<file path="src/wait_timer.sv">
// ready pulses one cycle, exactly wait_cnt+1 cycles after load
// a new load restarts the count
`timescale 1ns/1ps

module wait_timer (
    input  logic       clk,
    input  logic       rst,
    input  logic       cen,
    input  logic       load,
    input  logic [1:0] wait_cnt,
    output logic       ready
);

    logic [1:0] cnt;
    logic       armed;

    always_ff @(posedge clk, posedge rst) begin
        if (rst) begin
            cnt   <= '0;
            armed <= 1'b0;
            ready <= 1'b0;
        end else if (cen) begin
            ready <= 1'b0;
            if (load) begin
                // zero wait states answer on the next cycle
                if (wait_cnt == 2'd0) begin
                    ready <= 1'b1;
                    armed <= 1'b0;
                end else begin
                    cnt   <= wait_cnt - 2'd1;
                    armed <= 1'b1;
                end
            end else if (armed) begin
                if (cnt == 2'd0) begin
                    ready <= 1'b1;
                    armed <= 1'b0;
                end else begin
                    cnt <= cnt - 2'd1;
                end
            end
        end
    end

endmodule

</file>
<file path="config.mk">
export PLATFORM = sky130hd
export DESIGN_NAME = wait_timer
export DESIGN_NICKNAME = d
export VERILOG_FILES = /design/src/wait_timer.sv
export SDC_FILE = /design/constraint.sdc
export NUM_CORES = 1
export LEC_CHECK = 0
export BUFFER_PORTS_ARGS = -buffer_cell sky130_fd_sc_hd__buf_2
export CORE_AREA = 10 10 47 49
export CTS_CLUSTER_SIZE = 14
export DETAILED_ROUTE_END_ITERATION = 7
export DIE_AREA = 0 0 57 59
export PLACE_DENSITY = 0.41
export SKIP_CTS_REPAIR_TIMING = 1
export SYNTH_ARGS = -nofsm -noshare
export SYNTH_HDL_FRONTEND = slang
export SYNTH_SLANG_ARGS = --single-unit
</file>
<file path="constraint.sdc">
create_clock -name clk -period 1.24 [get_ports clk]
set_input_delay 0.062 -clock clk [delete_from_list [all_inputs] [get_ports clk]]
set_output_delay 0.062 -clock clk [all_outputs]
set_load 0.05 [all_outputs]
</file>
==> reports/qor.yml, run 1 <==
status: "finished, final reports clean"
synth_top_area_share_pct: 43.72
cts_tree: "built"
arrival_ps: 1130
grt_overflow: 0
htreeDepth: 1
core-area_sq_um: 1401
totalWireLength_microns: 523
pin_count: 7
antenna_cells: 0
drtIter0Drc: 4
worst-r2r-cell-count: 3
routedWlPerCell_microns: 10.06
drv_cap: 0
crit_type: "register to register"
yosys-mux-area-fraction_pct: 0
syn-num-nets: 32
endpoint_kind: "register"
setup_viol: 0
layout_commonest_cell: "buf_2"
finalMaxSlewViolations: 0
finalClockSkew_ps: 0.5694
port-buffer-count: 6
synthCells: 26
antenna_found_initial: 0
power_density_nw_per_um2: 1323
drive_gt1_share_pct: 27.78
cts_buffers: 3
rsz0062_at_grt: "false"
place.gp.congestion: 0.6885
power_frac_clock_pct: 38.5
cp-start-kind: "register"
synth_seq_cells: 4
reg2reg_slack_ps: 260
synthAdderAreaFrac_pct: 0
clkSinkCount: 4
die-height_microns: 59
fmax_mhz: 1021
synth_top_family_by_area: "compound AO/OA/AOI/OAI gates"
hold_viol: 0
nFillCells: 165
fin_crit_sh_pct: 78.95
crit_family: "flip-flops"
power_switching_uw: 115.6
grt_pass1_vias: 208
maxSlewHeadroom_pct: 83.43
die_area_sq_um: 3363
r2r-end: "ready$_DFFE_PP0P_"
drc: 0
ant_nets: 0
cp_data_required_time_ps: 1400
whs_path_depth: 2
synth_area_leader_cell: "dfrtp_1"
grt_pass1_wl_microns: 876
p_int_uw: 296.6
crit_path_frequent_cell: "a21oi_1"
clock_latency_ps: 230
area_growth_pct: 36.07
p_comb_share_pct: 21.0
row_count: 14
ys_top_cells_by_area: "dfrtp_1 (44%), o21ai_0 (8.7%), a21oi_1 (6.6%)"
crit_buf_inv: 0
irDropWorstVdd_uv: 216.7
hold_class: "input port to register"
synth_warnings: 0
switching_share_pct: 28.05
worst_pin_slew_ps: 250.3
yosysUniqueCellTypes: 14
final_cells: 52
via_per_inst: 3.962
clockBufferDepth: 2
post-route-min-period_ps: 979.0
p_leak_uw: 0.0001346
cpPeakStageDelay_ps: 400
syn_area_sq_um: 229.0
critPathMaxFanout: 4
slowest_stage: "dfrtp_1"
track_usage_pct: 3.551
synth_compound_area_share_pct: 27.87
crit_chain: "nor3b_1 -> a21oi_1 -> a21oi_1"
clk_pin_slew_ps: 40
grt_max_degree: 9
syn_avg_cell_area_sq_um: 8.807
ys_seq_area_share_pct: 43.72
cts_root_buf: "clkbuf_4"
nets: 44
final_cell_mix: "buf_2 (6), o21ai_0 (4), dfrtp_1 (4), a21oi_1 (3), clkbuf_4 (3)"
pwr-share-seq_pct: 40.5
worstReg2RegStart: "cnt[0]$_DFFE_PP0P_"
dp_cells: 48
dr.pass1.iters: 2
final.setup.tns_ps: 0
die-width_microns: 57
min_to: "ready$_DFFE_PP0P_"
synthXorXnorAreaFrac_pct: 0
holdCritStartpoint: "cen"
synth-simple-area-share_pct: 25.14
vias: 206
initial_core_util_pct: 16.34
## how the worst max path moves through the flow
stage	end	from	slack (ps)	cells past startpoint
final	ready$_DFFE_PP0P_	cnt[0]$_DFFE_PP0P_	260	3
after global routing	ready$_DFFE_PP0P_	cnt[0]$_DFFE_PP0P_	80	3
after CTS	ready$_DFFE_PP0P_	cnt[0]$_DFFE_PP0P_	250	3
after detailed placement	ready$_DFFE_PP0P_	cnt[0]$_DFFE_PP0P_	270	3
after global placement	ready$_DFFE_PP0P_	cnt[0]$_DFFE_PP0P_	290	3
after floorplan	ready$_DFFE_PP0P_	cnt[0]$_DFFE_PP0P_	330	3
## layer usage
| metal | vias up | part of all wire [%] | global-route usage, % |
|---|---|---|---|
| met5 | - | 0 | 0 |
| li1 | 114 | - | - |
| met4 | 0 | 0 | 4.027 |
| met2 | 7 | 33 | 2.946 |
| met3 | 0 | 15 | 3.004 |
| met1 | 85 | 52 | 4.421 |
## state kept, by name, summed over array words and instances, names as in the netlist
register and flops:
ready 1, cnt 2, armed 1
## cell usage after synthesis (all sizes together)
master  number
or2          1
a32o         1
nand2b       1
dfrtp        4
nor2         2
a22o         1
nand3        1
inv          2
nor3b        2
a21oi        3
nor2b        2
o21ai        6
## kinds of logic (layout without fill, tap and decap cells)
| group | count (synthesis) | count (layout) |
|---|---|---|
| AOI/OAI and AO/OA | 11 | 11 |
| buffers and inverters | 2 | 12 |
| DFF | 4 | 4 |
| and+or+nand+nor | 9 | 9 |
## stage by stage
step                hold slack (ps)  util, %  area [sq um]  setup WS (ps)  total power, uW
global route                  105.8    22.23         311.5          81.94            449.8
detailed placement           -44.89    19.91         279.0          270.6            253.9
finish                        107.5    22.23         311.5          261.0            412.2
global placement             -41.47    19.91         279.0          286.9            257.2
floorplan                    -171.9        -         229.0          334.3            223.7
CTS                          -296.1    21.52         301.5          254.1            419.7
## power by group through the flow
stage                     clock (uW)  combinational [uW]  sequential [uW]
after floorplan                    0                44.5              179
final                            159                86.6              167
after global placement             0                87.6              170
after global routing             179                 100              171
after CTS                        167                85.5              167
after detailed placement           0                84.6              169
## final cells by class
cell class / count / area, sq um / share of cell area (%)
inverter: 2 / 7.507 / 2.410
tap: 16 / 20.02 / 6.426
sequential: 4 / 100.1 / 32.13
timing repair buffer: 7 / 40.04 / 12.85
clock buffer: 3 / 22.52 / 7.229
multi-input combinational: 20 / 121.4 / 38.96
Note: power is estimated with default switching activity, not from simulation.
==> run 2: changes to the inputs <==
--- a/config.mk
+++ b/config.mk
@@ -10,7 +10,7 @@
 export CTS_CLUSTER_SIZE = 14
 export DETAILED_ROUTE_END_ITERATION = 7
 export DIE_AREA = 0 0 57 59
-export PLACE_DENSITY = 0.41
+export PLACE_DENSITY = 0.42
 export SKIP_CTS_REPAIR_TIMING = 1
 export SYNTH_ARGS = -nofsm -noshare
 export SYNTH_HDL_FRONTEND = slang
==> constraint.sdc (replaced) <==
create_clock -name clk -period 0.88 [get_ports clk]
set_input_delay 0.044 -clock clk [delete_from_list [all_inputs] [get_ports clk]]
set_output_delay 0.044 -clock clk [all_outputs]
set_load 0.05 [all_outputs]
==> reports/qor.yml, run 2 (synthesized netlist as in run 1, its figures left out) <==
port-buffer-count: 6  # unchanged
grt_pass1_vias: 213  # +2.4%
power_frac_clock_pct: 37.4  # -1.1 points
endpoint_kind: "register"
utilization_pct: 23.30  # +1.1 points
post-route-min-period_ps: 916.6  # -62.35 ps
top_regs: "cnt: 2 flops, armed: 1 flops, ready: 1 flops"
initial_core_util_pct: 16.34  # unchanged
rsz0062_at_grt: "true"
nFillCells: 167  # +1.2%
arrival_ps: 1040  # -90 ps
top_register: "cnt"
clkSinkCount: 4  # unchanged
clk_pin_slew_ps: 40  # about the same
drive_gt1_share_pct: 32.43  # +4.7 points
power_density_nw_per_um2: 1843  # +39%
core-area_sq_um: 1401  # unchanged
worst-r2r-cell-count: 3  # unchanged
finalMaxSlewViolations: 0  # unchanged
routedWlPerCell_microns: 10.26  # +2.1%
p_leak_uw: 0.0001424  # +5.8%
area_growth_pct: 42.62
crit_chain: "nor2b_1 -> o21ai_1 -> a22o_1"
cts_root_buf: "clkbuf_4"
layout_commonest_cell: "buf_2"
grt_overflow: 0  # unchanged
worst_pin_slew_ps: 171.8  # -78.49 ps
totalWireLength_microns: 544  # +4.0%
whs_path_depth: 2  # unchanged
die_area_sq_um: 3363  # unchanged
nets: 45  # +2.3%
fin_crit_sh_pct: 104.2  # +25 points
crit_type: "register to register"
finalClockSkew_ps: 2.625  # +2.056 ps
grt_max_degree: 9  # unchanged
drc: 0  # unchanged
finalWorstSetupSlack_ps: -36.63  # -297.7 ps
holdCritStartpoint: "cen"
htreeDepth: 1  # unchanged
grt_pass1_wl_microns: 883  # +0.80%
power_switching_uw: 170.5  # +47%
place.gp.congestion: 0.7270  # +5.6%
die-height_microns: 59  # unchanged
hold_viol: 0  # unchanged
cts_buffers: 3  # unchanged
pin_count: 7  # unchanged
largest_reg_flops: 2  # unchanged
clock_latency_ps: 230  # about the same
clockBufferDepth: 2  # unchanged
place_hpwl_microns: 435.6
p_comb_share_pct: 23.1  # +2.1 points
die-width_microns: 57  # unchanged
cpPeakStageDelay_ps: 400  # about the same
drv_cap: 0  # unchanged
setup_viol: 4  # +4
reg2reg_slack_ps: -40  # -300 ps
antenna_found_initial: 0  # unchanged
p_int_uw: 431.3  # +45%
ant_nets: 0  # unchanged
pwr-share-seq_pct: 39.5  # -1.0 points
drtIter0Drc: 4  # unchanged
critPathLaunch: "cnt[0]$_DFFE_PP0P_"
cp_data_required_time_ps: 1000  # -400 ps
final_cell_mix: "buf_2 (5), o21ai_1 (4), dfrtp_1 (4), a21oi_1 (3), clkbuf_4 (3)"
fmax_mhz: 1091  # +6.8%
critPathMaxFanout: 4  # unchanged
hold_class: "input port to register"
r2r-end: "cnt[1]$_DFFE_PP0P_"
worstReg2RegStart: "cnt[0]$_DFFE_PP0P_"
violations: "setup timing"
switching_share_pct: 28.33  # +0.28 points
status: "finished with violations"
irDropWorstVdd_uv: 365.6  # +69%
antenna_cells: 0  # unchanged
dr.pass1.iters: 2  # unchanged
vias: 229  # +11%
cp-start-kind: "register"
maxSlewHeadroom_pct: 88.50  # +5.1 points
slowest_stage: "dfrtp_1"
track_usage_pct: 3.595  # +0.043 points
power_uw: 601.8  # +46%
row_count: 14  # unchanged
via_per_inst: 4.321  # +9.1%
cts_tree: "built"
min_to: "ready$_DFFE_PP0P_"
run 2: layer usage:
layer	global-route usage (%)	vias up	routed length (microns)	share of wire, %
li1	-	115	-	-
met4	4.027	0	0	0
met5	0	-	0	0
met3	3.004	0	76	14
met1	3.704	107	258	47
met2	4.031	7	209	38
run 2: worst max-delay path by stage:
| stage | endpoint | slack [ps] | depth (start not counted) |
|---|---|---|---|
| 6_report | cnt[1]$_DFFE_PP0P_ | -40 | 3 |
| 5_1_grt | cnt[1]$_DFFE_PP0P_ | -100 | 3 |
| 4_1_cts | cnt[1]$_DFFE_PP0P_ | -70 | 3 |
| 3_5_place_dp | cnt[1]$_DFFE_PP0P_ | -60 | 3 |
| 3_3_place_gp | cnt[1]$_DFFE_PP0P_ | -80 | 3 |
| 2_1_floorplan | cnt[1]$_DFFE_PP0P_ | -6 | 3 |
run 2: cell type report:
cell class / count / area, sq um / area share (%)
sequential: 4 / 100.1 / 30.65
tap: 16 / 20.02 / 6.130
multi-input combinational: 20 / 126.4 / 38.70
inverter: 2 / 7.507 / 2.299
timing repair buffer: 8 / 50.05 / 15.33
clock buffer: 3 / 22.52 / 6.897
run 2: critical path: cells and delay by family (launching register included):
kind,cells,cell delay [ps]
simple gates,1,130
flops,1,400
compound gates,2,280
run 2: power groups by stage:
stage          clock network (uW)  logic [uW]  registers [uW]
3_3_place_gp                    0         134             242
6_report                      225         139             238
4_1_cts                       237         131             238
5_1_grt                       239         155             243
2_1_floorplan                   0        64.4             254
3_5_place_dp                    0         131             239
run 2: metrics by stage:
step	hold slack (ps)	cells	setup TNS [ps]	worst slack (ps)	area [sq um]
6_report	97.67	53	-104.2	-36.63	326.6
2_1_floorplan	-189.9	26	-5.904	-5.904	234.0
3_3_place_gp	-59.17	49	-204.5	-78.07	291.5
5_1_grt	110.6	53	-354.7	-101.6	326.6
3_5_place_dp	-64.15	49	-137.5	-63.01	291.5
4_1_cts	-316.8	52	-177.8	-66.22	314.1
==> run 3: changes to the inputs <==
==> constraint.sdc (replaced) <==
create_clock -name clk -period 0.8 [get_ports clk]
set_input_delay 0.04 -clock clk [delete_from_list [all_inputs] [get_ports clk]]
set_output_delay 0.04 -clock clk [all_outputs]
set_load 0.05 [all_outputs]
==> reports/qor.yml, run 3 (synthesized netlist as in run 1, its figures left out) <==
status: "finished with violations"
violations: "setup timing"
dp_cells: 48  # -2.0%
top_register: "cnt"
setup_viol: 5  # +1
port-buffer-count: 6  # unchanged
p_int_uw: 477.3  # +11%
rsz0062_at_grt: "true"
p_leak_uw: 0.0001435  # +0.77%
endpoint_kind: "register"
crit_type: "register to register"
place.gp.congestion: 0.6749  # -7.2%
fmax_mhz: 1069  # -2.0%
worst_pin_slew_ps: 206.5  # +34.72 ps
antenna_found_initial: 0  # unchanged
nFillCells: 160  # -4.2%
hold_class: "input port to register"
core-area_sq_um: 1401  # unchanged
hold_slack_ps: 100.1  # +2.459 ps
row_count: 14  # unchanged
clock_latency_ps: 230  # about the same
area_growth_pct: 44.26
worstReg2RegStart: "armed$_DFFE_PP0P_"
routedWlPerCell_microns: 11.08  # +7.9%
utilization_pct: 23.57  # +0.27 points
track_usage_pct: 3.548  # -0.046 points
worst-r2r-cell-count: 3  # unchanged
top_regs: "cnt: 2 flops, armed: 1 flops, ready: 1 flops"
nets: 45  # unchanged
die-width_microns: 57  # unchanged
largest_reg_flops: 2  # unchanged
reg2reg_slack_ps: -140  # -100 ps
post-route-min-period_ps: 935.6  # +18.99 ps
final_cells: 53  # unchanged
drtIter0Drc: 2  # -2
cp-start-kind: "register"
clkSinkCount: 4  # unchanged
crit_path_end: "ready$_DFFE_PP0P_"
die-height_microns: 59  # unchanged
switching_share_pct: 28.55  # +0.22 points
cts_root_buf: "clkbuf_4"
antenna_cells: 0  # unchanged
clk_pin_slew_ps: 40  # about the same
finalWorstSetupSlack_ps: -135.6  # -98.99 ps
drv_cap: 0  # unchanged
grt_pass1_wl_microns: 890  # +0.79%
power_frac_clock_pct: 36.9  # -0.5 points
hold_viol: 0  # unchanged
via_per_inst: 4.208  # -2.6%
die_area_sq_um: 3363  # unchanged
grt_overflow: 0  # unchanged
arrival_ps: 1050  # about the same
pin_count: 7  # unchanged
dr.pass1.iters: 3  # +1
fin_crit_sh_pct: 117.0  # +13 points
cts_buffers: 3  # unchanged
stdcell_area_sq_um: 330.3  # +1.1%
final_cell_mix: "buf_2 (5), o21ai_1 (4), dfrtp_1 (4), a21oi_1 (3), clkbuf_4 (3)"
grt_max_degree: 9  # unchanged
pwr-share-seq_pct: 39.4  # about the same
finalClockSkew_ps: 0.4000  # -2.225 ps
cts_tree: "built"
vias: 223  # -2.6%
initial_core_util_pct: 16.34  # unchanged
clockBufferDepth: 2  # unchanged
p_comb_share_pct: 23.7  # +0.6 points
finalMaxSlewViolations: 0  # unchanged
power_density_nw_per_um2: 2022  # +9.7%
grt_pass1_vias: 211  # -0.94%
layout_commonest_cell: "buf_2"
place_area_sq_um: 284.0  # -2.6%
cp_data_required_time_ps: 910  # -90 ps
r2r-end: "ready$_DFFE_PP0P_"
drc: 0  # unchanged
maxSlewHeadroom_pct: 86.17  # -2.3 points
drive_gt1_share_pct: 32.43  # unchanged
ant_nets: 0  # unchanged
totalWireLength_microns: 587  # +7.9%
critPathMaxFanout: 4  # unchanged
htreeDepth: 1  # unchanged
irDropWorstVdd_uv: 386.0  # +5.6%
critPathLaunch: "armed$_DFFE_PP0P_"
power_switching_uw: 190.7  # +12%
==> run 3: cell counts in the layout (fill, tap and decap cells not counted) <==
Identical to the previous run, type by type.
==> run 3: layout make-up <==
class / instances / area, sq um / share of cell area (%)
multi-input combinational: 20 / 126.4 / 38.26
sequential: 4 / 100.1 / 30.30
timing repair buffer: 8 / 53.80 / 16.29
clock buffer: 3 / 22.52 / 6.818
tap: 16 / 20.02 / 6.061
inverter: 2 / 7.507 / 2.273
==> run 3: critical path: stages, from the launching register on <==
cell and delay (ps):
dfrtp_1 390, nor3b_2 170, a21oi_1 170, a21oi_1 80
==> run 3: how the worst min path moves through the flow <==
stage / from / endpoint / slack, ps / depth (start not counted)
6_report: cen / ready$_DFFE_PP0P_ / 100 / 2
5_1_grt: cen / ready$_DFFE_PP0P_ / 100 / 2
4_1_cts: rst / armed$_DFFE_PP0P_ / -320 / 2
3_5_place_dp: rst / ready$_DFFE_PP0P_ / -70 / 2
3_3_place_gp: rst / cnt[1]$_DFFE_PP0P_ / -70 / 2
2_1_floorplan: rst / armed$_DFFE_PP0P_ / -190 / 1
==> run 3: through the flow <==
step	setup TNS (ps)	setup slack (ps)	power [uW]
final	-456.0	-135.6	668.0
after global routing	-709.7	-192.3	720.5
after CTS	-541.2	-140.2	658.6
after detailed placement	-426.3	-124.8	402.2
after global placement	-437.7	-141.3	403.6
after floorplan	-179.0	-67.97	352.2
==> run 3: power groups by stage <==
stage                     Sequential, uW  Combinational, uW  Clock, uW
after floorplan                      279               72.9          0
after global placement               267                137          0
after detailed placement             264                138          0
after CTS                            262                138        258
after global routing                 268                173        279
final                                263                158        246
==> run 3: layer usage <==
layer	track usage (%)	vias to the layer above	routed length, microns
li1	-	116	-
met1	4.529	100	335
met2	3.256	7	211
met3	2.361	0	41
met4	4.027	0	0
met5	0	-	0
