--- config.mk ---
export PLATFORM = sky130hd
export DESIGN_NAME = xfer_ctrl
export DESIGN_NICKNAME = d
export VERILOG_FILES = /design/src/cpu_pkg.sv /design/src/xfer_ctrl.sv
export VERILOG_INCLUDE_DIRS = /design/src
export SDC_FILE = /design/constraint.sdc
export NUM_CORES = 1
export LEC_CHECK = 0
export BUFFER_PORTS_ARGS = -buffer_cell sky130_fd_sc_hd__buf_2
export CORE_AREA = 3 3 40 42
export CTS_CLUSTER_SIZE = 14
export DETAILED_ROUTE_END_ITERATION = 6
export DIE_AREA = 0 0 43 45
export HOLD_SLACK_MARGIN = 0.06
export SETUP_SLACK_MARGIN = 0.2
export SLEW_MARGIN = 30
export SYNTH_ARGS = -nofsm -noshare
export SYNTH_HDL_FRONTEND = slang
export SYNTH_SLANG_ARGS = --single-unit
--- constraint.sdc ---
create_clock -name clk -period 1.5 [get_ports clk]
set_clock_uncertainty 0.15 [all_clocks]
set_input_delay 0.3 -clock clk [delete_from_list [all_inputs] [get_ports clk]]
set_output_delay 0.3 -clock clk [all_outputs]
set_load 0.01 [all_outputs]
--- src/cpu_consts.svh ---
// memory is 2**MEM_AW bytes and only the low pointer bits address it
// bank codes are register selector high nibbles, resolved through rfp
`ifndef CPU_CONSTS_SVH
`define CPU_CONSTS_SVH

// transfer memory address width
`define MEM_AW 8

// selector nibble for the bank that rfp points at
`define CUR_BANK 4'he

// selector nibble for bank rfp-1, wrapping over four banks
`define PREV_BANK 4'hd

// dump address that returns rfp
`define DUMP_RFP 8'h50

// stack pointer value after reset
`define XSP_INIT 32'h100

`endif

--- src/cpu_pkg.sv ---
// types shared by the register file, the block-move engine and the memory
// mem_addr_t follows MEM_AW from the constants header
`include "cpu_consts.svh"

package cpu_pkg;

    // register selector, high nibble picks bank or pointer group
    typedef logic [7:0] reg_code_t;

    // register file pointer
    typedef logic [1:0] bank_ptr_t;

    // full register value
    typedef logic [31:0] reg_data_t;

    typedef logic [7:0] byte_t;

    typedef logic [`MEM_AW-1:0] mem_addr_t;

    // BC counter value
    typedef logic [15:0] count_t;

    typedef enum logic [1:0] {ws_byte, ws_word, ws_long} wsize_e;

    // block-move sequencing
    typedef enum logic [2:0] {
        st_idle,
        st_rd_req,
        st_rd_wait,
        st_wr,
        st_next
    } xfer_state_e;

endpackage

--- src/xfer_ctrl.sv ---
// one byte takes mem_wait+4 cycles: read request, wait, write, step
// start is taken only while idle; done pulses as busy drops
`timescale 1ns/1ps

module xfer_ctrl
    import cpu_pkg::*;
(
    input  logic clk,
    input  logic rst,
    input  logic cen,
    input  logic start,
    input  logic dir_in,
    input  logic rpt,
    input  logic ready,
    input  logic bc_unity,
    output logic busy,
    output logic done,
    output logic load,
    output logic mem_we,
    output logic sel_dst,
    output logic step,
    output logic dir
);

    xfer_state_e state;
    logic        dir_q;
    logic        rpt_q;

    always_ff @(posedge clk, posedge rst) begin
        if (rst) begin
            state <= st_idle;
            dir_q <= 1'b0;
            rpt_q <= 1'b0;
            done  <= 1'b0;
        end else if (cen) begin
            done <= 1'b0;
            case (state)
                st_idle: begin
                    if (start) begin
                        dir_q <= dir_in;
                        rpt_q <= rpt;
                        state <= st_rd_req;
                    end
                end
                // source address is on the memory, timer loaded
                st_rd_req: begin
                    state <= st_rd_wait;
                end
                st_rd_wait: begin
                    if (ready) begin
                        state <= st_wr;
                    end
                end
                // registered read data goes back in at XDE
                st_wr: begin
                    state <= st_next;
                end
                // bc_unity still reflects BC before this step
                st_next: begin
                    if (rpt_q && !bc_unity) begin
                        state <= st_rd_req;
                    end else begin
                        state <= st_idle;
                        done  <= 1'b1;
                    end
                end
                default: begin
                    state <= st_idle;
                end
            endcase
        end
    end

    assign busy    = state != st_idle;
    assign load    = state == st_rd_req;
    assign mem_we  = state == st_wr;
    // destination pointer only while writing
    assign sel_dst = state == st_wr;
    assign step    = state == st_next;
    assign dir     = dir_q;

endmodule

==> reports/results.txt, run 1 <==
Status - finished with violations
Failing checks - setup timing
CP max FO - 6
Fin Setup TNS - -424 ps
Syn_area_per_cell - 10.1 um^2
Yosys cell types - 19
R2R depth - 4
Syn nets - 41
Worst Setup EP - busy
Element type at the critical path end - output port
Initial antenna violation count - 0
Hold Fails Final Rpt - 0
WL final - 784 um
Commonest non-fill, non-tap cell in the layout - buf_2
Synth Register Bits - 6
Leakage - 0.237 nW
PortBufs - 14
Site row count - 13
Remaining routing DRC violations - 0
CTS tree - built
Worst path slowest cell - dfrtp_2
Syn-to-layout area delta - 48.7%
Boundary Pins - 15
Net Sw Frac - 0.340
CTS Buf Count - 3
Via count - 312
WP data arrival - 1180 ps
Syn Inst Count - 33
# setup viols final - 7
Gr ovfl total - 0
Post-layout utilization of the core - 0.387
Worst path cell trace - or3_4 > buf_6
Pint - 0.590 mW
Starting density of the core - 0.260
CP startpoint - state[2]$_DFFE_PP0P_
R2R Setup Slk - -40 ps
DIE HEIGHT - 45 um
Clock Sinks - 6
CP Data Required Time - 1050 ps
Buf/Inv on CP - 1
Power Density - 1800 mW/mm^2
F_max - 614 MHz
Ys Warns - 0
GP Congestion - 0.625
Core Area - 0.00128 mm^2
Critical Path Source Type - flop
Slew @ Worst Pin - 235 ps
FF-to-FF Start - state[0]$_DFFE_PP0P_
Critical path's largest stage delay - 430 ps
ANT cells - 0
RSZ-0062 raised after global routing - true
Crit path max-delay family - flip-flops
DR vias/cell - 4.66
First-pass DRT Iterations - 4
Hold/Removal Path Class - input pin to flop
Share of layout cells above drive strength 1 - 0.654
Vias in the first global route - 297
Die Width - 43 um
Die area - 0.00194 mm^2
Fill count - 137
Clock root cell - clkbuf_4
CTS max path bufs - 2
Sequential Power Share - 0.345
Max Cap Viol - 0
H-tree levels - 1
Cell depth of the worst setup path - 2
Most frequent cells in the layout - buf_2 (13), o21ai_0 (4), buf_4 (4)
Peak supply drop - 0.711 mV
Nets - 62
Post-DRT Antenna Nets - 0
Sequential share of the synthesized area - 0.449
Setup ws final - -129 ps
Cell count after placement - 59
P_sw - 0.303 mW
First-pass GRT wire length - 1.30 mm
Clock power share - 0.160
Largest area contributor in the netlist - dfrtp_1
Post-route non-filler standard cell count - 67
Slew headroom - 0.843
Mapped cell area - 334 um^2
Synth area leaders - dfrtp_1 (45%), mux2_2 (10%), o21ai_0 (6.0%), nand2b_1 (3.7%), inv_1 (3.4%)
Logic gate share of total power - 0.494
Fin crit share - 1.09
Max Slew Vio Count - 0
Hold slack - 148 ps
Starting DRT DRC Count - 1
Wirelength per Cell - 11.7 um
Clk slew on worst S/H paths - 40 ps
Post-synth top area share - 0.449
Hold path cells - 2
Clk_lat worst skew - 240 ps
Largest net degree at the start of global routing - 10
Path type of the worst setup path - flop to output port
Tot GR Track Use - 0.0948
RR Endpoint - rpt_q$_DFFE_PP0P_
Final instance area - 497 um^2
Placed Area - 418 um^2
Crit path time final - 1630 ps
-- per-layer routing --
layer	global-route usage	part of all wire	routed length, um	vias up
li1	-	-	-	155
met1	0.111	0.44	348	144
met2	0.144	0.48	374	13
met3	0.0319	0.078	61	0
met4	0.0723	0	0	0
met5	0	0	0	-
-- final cells by class --
type / instances / area, um^2 / area share
Inverter: 3 / 11.3 / 0.0227
Sequential cell: 6 / 154 / 0.310
Multi-Input combinational cell: 21 / 174 / 0.350
Clock buffer: 3 / 22.5 / 0.0453
Timing Repair Buffer: 19 / 116 / 0.234
Tap cell: 15 / 18.8 / 0.0378
-- kinds of logic (layout without fill, tap and decap cells) --
group	count (synthesis)	in the layout	share of synthesized area
AOI/OAI and AO/OA	6	6	0.116
buffers and inverters	6	25	0.0861
DFF	6	6	0.449
muxes	3	3	0.101
and+or+nand+nor	12	12	0.247
-- synthesized netlist by cell type (all sizes together) --
| cell | instances |
|---|---|
| dfrtp | 6 |
| o21ai | 4 |
| buf | 3 |
| inv | 3 |
| mux2 | 3 |
| nand2b | 2 |
| nor2 | 2 |
| a31o | 1 |
| a32o | 1 |
| and2 | 1 |
| and3 | 1 |
| nand3 | 1 |
| nand4 | 1 |
| nand4b | 1 |
| nor3b | 1 |
| nor4bb | 1 |
| or3 | 1 |
-- stage by stage --
step	worst slack [ps]	power, mW
final	-129	0.893
after global routing	-167	0.964
after CTS	-144	0.892
after detailed placement	66.0	0.644
after global placement	72.4	0.634
after floorplan	205	0.550
-- sequential cells by signal, indices dropped and copies added (netlist names) --
signal  cells
state       3
dir         1
done        1
rpt_q       1
-- how the worst min path moves through the flow --
stage                     startpoint  slack (ps)           endpoint
after floorplan                  rst         -60    dir$_DFFE_PP0P_
after global placement           rst          70   done$_DFFE_PP0P_
after detailed placement         rst          80   done$_DFFE_PP0P_
after CTS                     dir_in         140    dir$_DFFE_PP0P_
after global routing          dir_in         140    dir$_DFFE_PP0P_
final                            rpt         150  rpt_q$_DFFE_PP0P_
-- what timing repair did --
action                                  4_1_cts  5_1_grt
gates resized for setup                       3        2
buffers inserted                              4        0
hold buffers                                  1        0
cloned                                        0        0
pin swaps                                     2        1
hold endpoints to repair                      6        0
endpoints found under the setup margin        8        8
-- power by group through the flow --
| stage | Clock [mW] | Combinational (mW) | Sequential, mW |
|---|---|---|---|
| after CTS | 0.152 | 0.434 | 0.305 |
| after global routing | 0.160 | 0.484 | 0.321 |
| after global placement | 0 | 0.325 | 0.309 |
| final | 0.143 | 0.441 | 0.308 |
| after floorplan | 0 | 0.263 | 0.287 |
| after detailed placement | 0 | 0.331 | 0.314 |
Note: power is estimated with default switching activity, not from simulation.
==> run 2: changes to the inputs <==
- CORE_AREA: 3 3 40 42 -> 5 5 42 44
- DIE_AREA: 0 0 43 45 -> 0 0 47 49
- clock period: 1.5 -> 2.1 ns (I/O delays scaled with it)
==> reports/results.txt, run 2 (synthesis gave the netlist of run 1 again) <==
Status - finished, final reports clean
Vias in the first global route - 277 (-6.7%)
PortBufs - 14 (unchanged)
Largest net degree at the start of global routing - 12 (+2)
CP max FO - 8 (+2)
CTS Buf Count - 3 (unchanged)
Slew @ Worst Pin - 249 ps (+13.3 ps)
GP Congestion - 0.752 (+20%)
Hold/Removal Path Class - input pin to flop
Leakage - 0.213 nW (-10%)
Most frequent cells in the layout - buf_2 (14), o21ai_0 (4), dfrtp_1 (4)
Boundary Pins - 15 (unchanged)
Via count - 271 (-13%)
Max Cap Viol - 0 (unchanged)
Die Width - 47 um (+9.3%)
Crit path time final - 1860 ps
Initial antenna violation count - 0 (unchanged)
RSZ-0062 raised after global routing - false
Gr ovfl total - 0 (unchanged)
Hold Fails Final Rpt - 0 (unchanged)
Critical Path Source Type - flop
Share of layout cells above drive strength 1 - 0.563 (-0.0913)
Nets - 58 (-6.5%)
ANT cells - 0 (unchanged)
Clock Sinks - 6 (unchanged)
First-pass DRT Iterations - 1 (-3)
Clk slew on worst S/H paths - 40 ps (about the same)
# setup viols final - 0 (-7)
Final instance area - 442 um^2 (-11%)
Post-route non-filler standard cell count - 64 (-4.5%)
Remaining routing DRC violations - 0 (unchanged)
Die area - 0.00230 mm^2 (+19%)
Placed Area - 407 um^2 (-2.7%)
Fin crit share - 0.884
WL final - 643 um (-18%)
CP Data Required Time - 1530 ps (+480 ps)
First-pass GRT wire length - 1.13 mm (-13%)
Path type of the worst setup path - flop to output port
Syn-to-layout area delta - 32.2%
DR vias/cell - 4.23 (-9.1%)
Max Slew Vio Count - 0 (unchanged)
Peak supply drop - 0.440 mV (-38%)
Flip-flop count of the largest register after layout - 3 (unchanged)
CTS max path bufs - 2 (unchanged)
DIE HEIGHT - 49 um (+8.9%)
Post-DRT Antenna Nets - 0 (unchanged)
Cell count after placement - 60 (+1.7%)
Starting DRT DRC Count - 0 (-1)
Starting density of the core - 0.238 (-0.0216)
Wirelength per Cell - 10.0 um (-14%)
Post-layout utilization of the core - 0.315 (-0.0714)
Clock root cell - clkbuf_4
F_max - 539 MHz
Element type at the critical path end - output port
Reg with most FFs - state
Power Density - 1220 mW/mm^2 (-32%)
CTS tree - built
Tot GR Track Use - 0.0694 (-0.0254)
WP data arrival - 1290 ps (+110 ps)
Core Area - 0.00140 mm^2 (+9.1%)
Site row count - 14 (+1)
H-tree levels - 1 (unchanged)
Clk_lat worst skew - 240 ps (about the same)
Slew headroom - 0.834 (-0.00906)
Commonest non-fill, non-tap cell in the layout - buf_2
Fin Setup TNS - 0 ps (+424 ps)
run 2: critical path, cell delays in order, from the launching register on:
cell     delay, ps
dfrtp_2        440
or3_2          470
buf_2          150
run 2: path summary, 6_finish.rpt:
kind / endpoint / slack (ps) / cells past startpoint / startpoint
setup / recovery: busy / 240 / 2 / state[1]$_DFFE_PP0P_
hold / removal: dir$_DFFE_PP0P_ / 260 / 2 / dir_in
setup reg to reg: rpt_q$_DFFE_PP0P_ / 760 / 3 / state[1]$_DFFE_PP0P_
hold reg to reg: dir$_DFFE_PP0P_ / 350 / 1 / dir$_DFFE_PP0P_
max in group asynchronous: state[1]$_DFFE_PP0P_ / 1110 / 3 / rst
min in group asynchronous: rpt_q$_DFFE_PP0P_ / 480 / 3 / rst
run 2: timing repair:
item | in CTS | in global routing
endpoints found under the hold margin | 6 | 0
resized for setup | 0 | 2
setup endpoints to repair | 0 | 1
buffers inserted | 0 | 0
hold buffers | 1 | 0
run 2: metal layers:
layer,global-route usage,routed length (um)
met1,0.0982,342
met2,0.0747,219
met3,0.0332,81
met4,0.0553,0
met5,0,0
run 2: final cells by class:
| class | count | area [um^2] |
|---|---|---|
| multi-input combinational | 21 | 155 |
| inverter | 3 | 11.3 |
| tap | 16 | 20.0 |
| timing repair buffer | 15 | 80.1 |
| fill | 163 | 960 |
| clock buffer | 3 | 22.5 |
| sequential | 6 | 153 |
run 2: per-stage QoR:
stage               power, mW  hold WS, ps  worst slack (ps)
global placement        0.436          191               479
finish                  0.540          261               243
floorplan               0.374         61.0               588
CTS                     0.545          254               222
detailed placement      0.437          196               480
global route            0.591          252               205
run 2: where the power goes:
part	leakage [nW]	switching [mW]	internal (mW)	total, mW
Clock	0.0138	0.0383	0.0644	0.103
Combinational	0.126	0.0952	0.123	0.218
Sequential	0.0738	0.0538	0.165	0.219
Total	0.213	0.187	0.352	0.540
==> run 3: changes to the inputs <==
- CTS_BUF_LIST: unset -> sky130_fd_sc_hd__clkbuf_16
==> reports/results.txt, run 3 (synthesis gave the netlist of run 1 again) <==
Status - finished, final reports clean
Max Slew Vio Count - 0 (unchanged)
Pint - 0.528 mW (+50%)
First-pass DRT Iterations - 1 (unchanged)
Flip-flop count of the largest register after layout - 3 (unchanged)
Most frequent cells in the layout - buf_2 (14), dfrtp_1 (6), o21ai_0 (4)
Die Width - 47 um (unchanged)
Logic gate share of total power - 0.295 (-0.109)
Wirelength per Cell - 10.4 um (+3.4%)
P_sw - 0.209 mW (+12%)
WL final - 665 um (+3.4%)
Hold path start - dir_in
Post-layout utilization of the core - 0.351 (+0.0357)
Vias in the first global route - 282 (+1.8%)
Post-route non-filler standard cell count - 64 (unchanged)
Die area - 0.00230 mm^2 (unchanged)
Fill count - 156 (-4.3%)
Slew @ Worst Pin - 259 ps (+10.7 ps)
CP Data Required Time - 1530 ps (about the same)
Tot GR Track Use - 0.0729 (+0.00354)
CTS Buf Count - 3 (unchanged)
Remaining routing DRC violations - 0 (unchanged)
Register area - 150 um^2 (-1.6%)
Syn-to-layout area delta - 47.2%
CTS tree - built
Post-CTS sizing - 0 (unchanged)
RSZ-0062 raised after global routing - false
Gr ovfl total - 0 (unchanged)
Initial antenna violation count - 0 (unchanged)
WP data arrival - 1290 ps (about the same)
Max Cap Viol - 0 (unchanged)
F_max - 539 MHz (about the same)
# setup viols final - 0 (unchanged)
CTS max path bufs - 2 (unchanged)
Area occupied by multi-input gates - 155 um^2 (unchanged)
Fin Setup TNS - 0 ps (unchanged)
H-tree levels - 1 (unchanged)
Net Sw Frac - 0.284 (-0.0632)
R2R Setup Slk - 740 ps (-20 ps)
Post-DRT Antenna Nets - 0 (unchanged)
GP Congestion - 0.752 (unchanged)
Worst path cell trace - or3_2 > buf_2
Site row count - 14 (unchanged)
Buf/Inv on CP - 1 (unchanged)
Peak supply drop - 0.526 mV (+20%)
ANT cells - 0 (unchanged)
CP max FO - 8 (unchanged)
Starting DRT DRC Count - 0 (unchanged)
Slew headroom - 0.827 (-0.00675)
Sequential Power Share - 0.293 (-0.113)
Crit path max-delay family - simple AND/OR/NAND/NOR gates
Starting density of the core - 0.238 (unchanged)
Via count - 272 (+0.37%)
Boundary Pins - 15 (unchanged)
Commonest non-fill, non-tap cell in the layout - buf_2
Hold/Removal Path Class - input pin to flop
Crit path time final - 1860 ps (-1.13 ps)
Critical Path Source Type - flop
Fin crit share - 0.884 (about the same)
Critical path's largest stage delay - 480 ps (about the same)
Cell count after placement - 60 (unchanged)
PortBufs - 14 (unchanged)
Clk_lat worst skew - 220 ps (-20 ps)
Hold Path End - dir$_DFFE_PP0P_
Power Density - 1500 mW/mm^2 (+23%)
Worst path slowest cell - or3_2
Core Area - 0.00140 mm^2 (unchanged)
R2R depth - 3 (unchanged)
Nets - 58 (unchanged)
Clk slew on worst S/H paths - 30 ps (about the same)
FF-to-FF Start - state[1]$_DFFE_PP0P_
Element type at the critical path end - output port
Path type of the worst setup path - flop to output port
Clock Sinks - 6 (unchanged)
Hold path cells - 2 (unchanged)
Clock root cell - clkbuf_16
Reg with most FFs - state
Clock power share - 0.412 (+0.222)
Hold Fails Final Rpt - 0 (unchanged)
DIE HEIGHT - 49 um (unchanged)
Leakage - 0.239 nW (+12%)
RR Endpoint - rpt_q$_DFFE_PP0P_
Largest net degree at the start of global routing - 12 (unchanged)
First-pass GRT wire length - 1.17 mm (+3.1%)
Share of layout cells above drive strength 1 - 0.521 (-0.0417)
DR vias/cell - 4.25 (+0.37%)
## run 3: worst max-delay path by stage
stage,from,endpoint,slack (ps),cells after the start
2_1_floorplan,state[0]$_DFFE_PP0P_,busy,590,2
3_3_place_gp,state[1]$_DFFE_PP0P_,busy,480,2
3_5_place_dp,state[1]$_DFFE_PP0P_,busy,480,2
4_1_cts,state[1]$_DFFE_PP0P_,busy,240,2
5_1_grt,state[1]$_DFFE_PP0P_,busy,210,2
6_report,state[1]$_DFFE_PP0P_,busy,240,2
## run 3: cell type report
cell class                 count  area share
clock buffer                   3       0.153
inverter                       3      0.0229
multi-input combinational     21       0.316
sequential                     6       0.305
tap                           16      0.0407
timing repair buffer          15       0.163
## run 3: timing repair
action,in CTS,in global routing
hold endpoints to repair,6,0
buffers inserted,0,0
hold buffers,1,0
## run 3: power groups by stage
stage | Sequential (mW) | Clock, mW | Combinational (mW)
finish | 0.216 | 0.304 | 0.218
global route | 0.228 | 0.315 | 0.246
CTS | 0.216 | 0.309 | 0.222
detailed placement | 0.217 | 0 | 0.220
global placement | 0.215 | 0 | 0.221
floorplan | 0.202 | 0 | 0.172
## run 3: stage by stage
step / hold WS [ps] / total power, mW / instance area, um^2 / setup slack [ps]
final: 276 / 0.738 / 492 / 244
after global routing: 277 / 0.789 / 492 / 208
after CTS: 273 / 0.747 / 492 / 241
after detailed placement: 196 / 0.437 / 407 / 480
after global placement: 191 / 0.436 / 407 / 479
after floorplan: 61.0 / 0.374 / 334 / 588
## run 3: routing by layer
metal  up-vias  GRT usage  routed length [um]  share of wire
met5         -          0                   0              0
met4         0     0.0691                   0              0
met3         0     0.0332                  81           0.12
met2        13     0.0769                 229           0.34
met1       113      0.100                 353           0.53
li1        146          -                   -              -
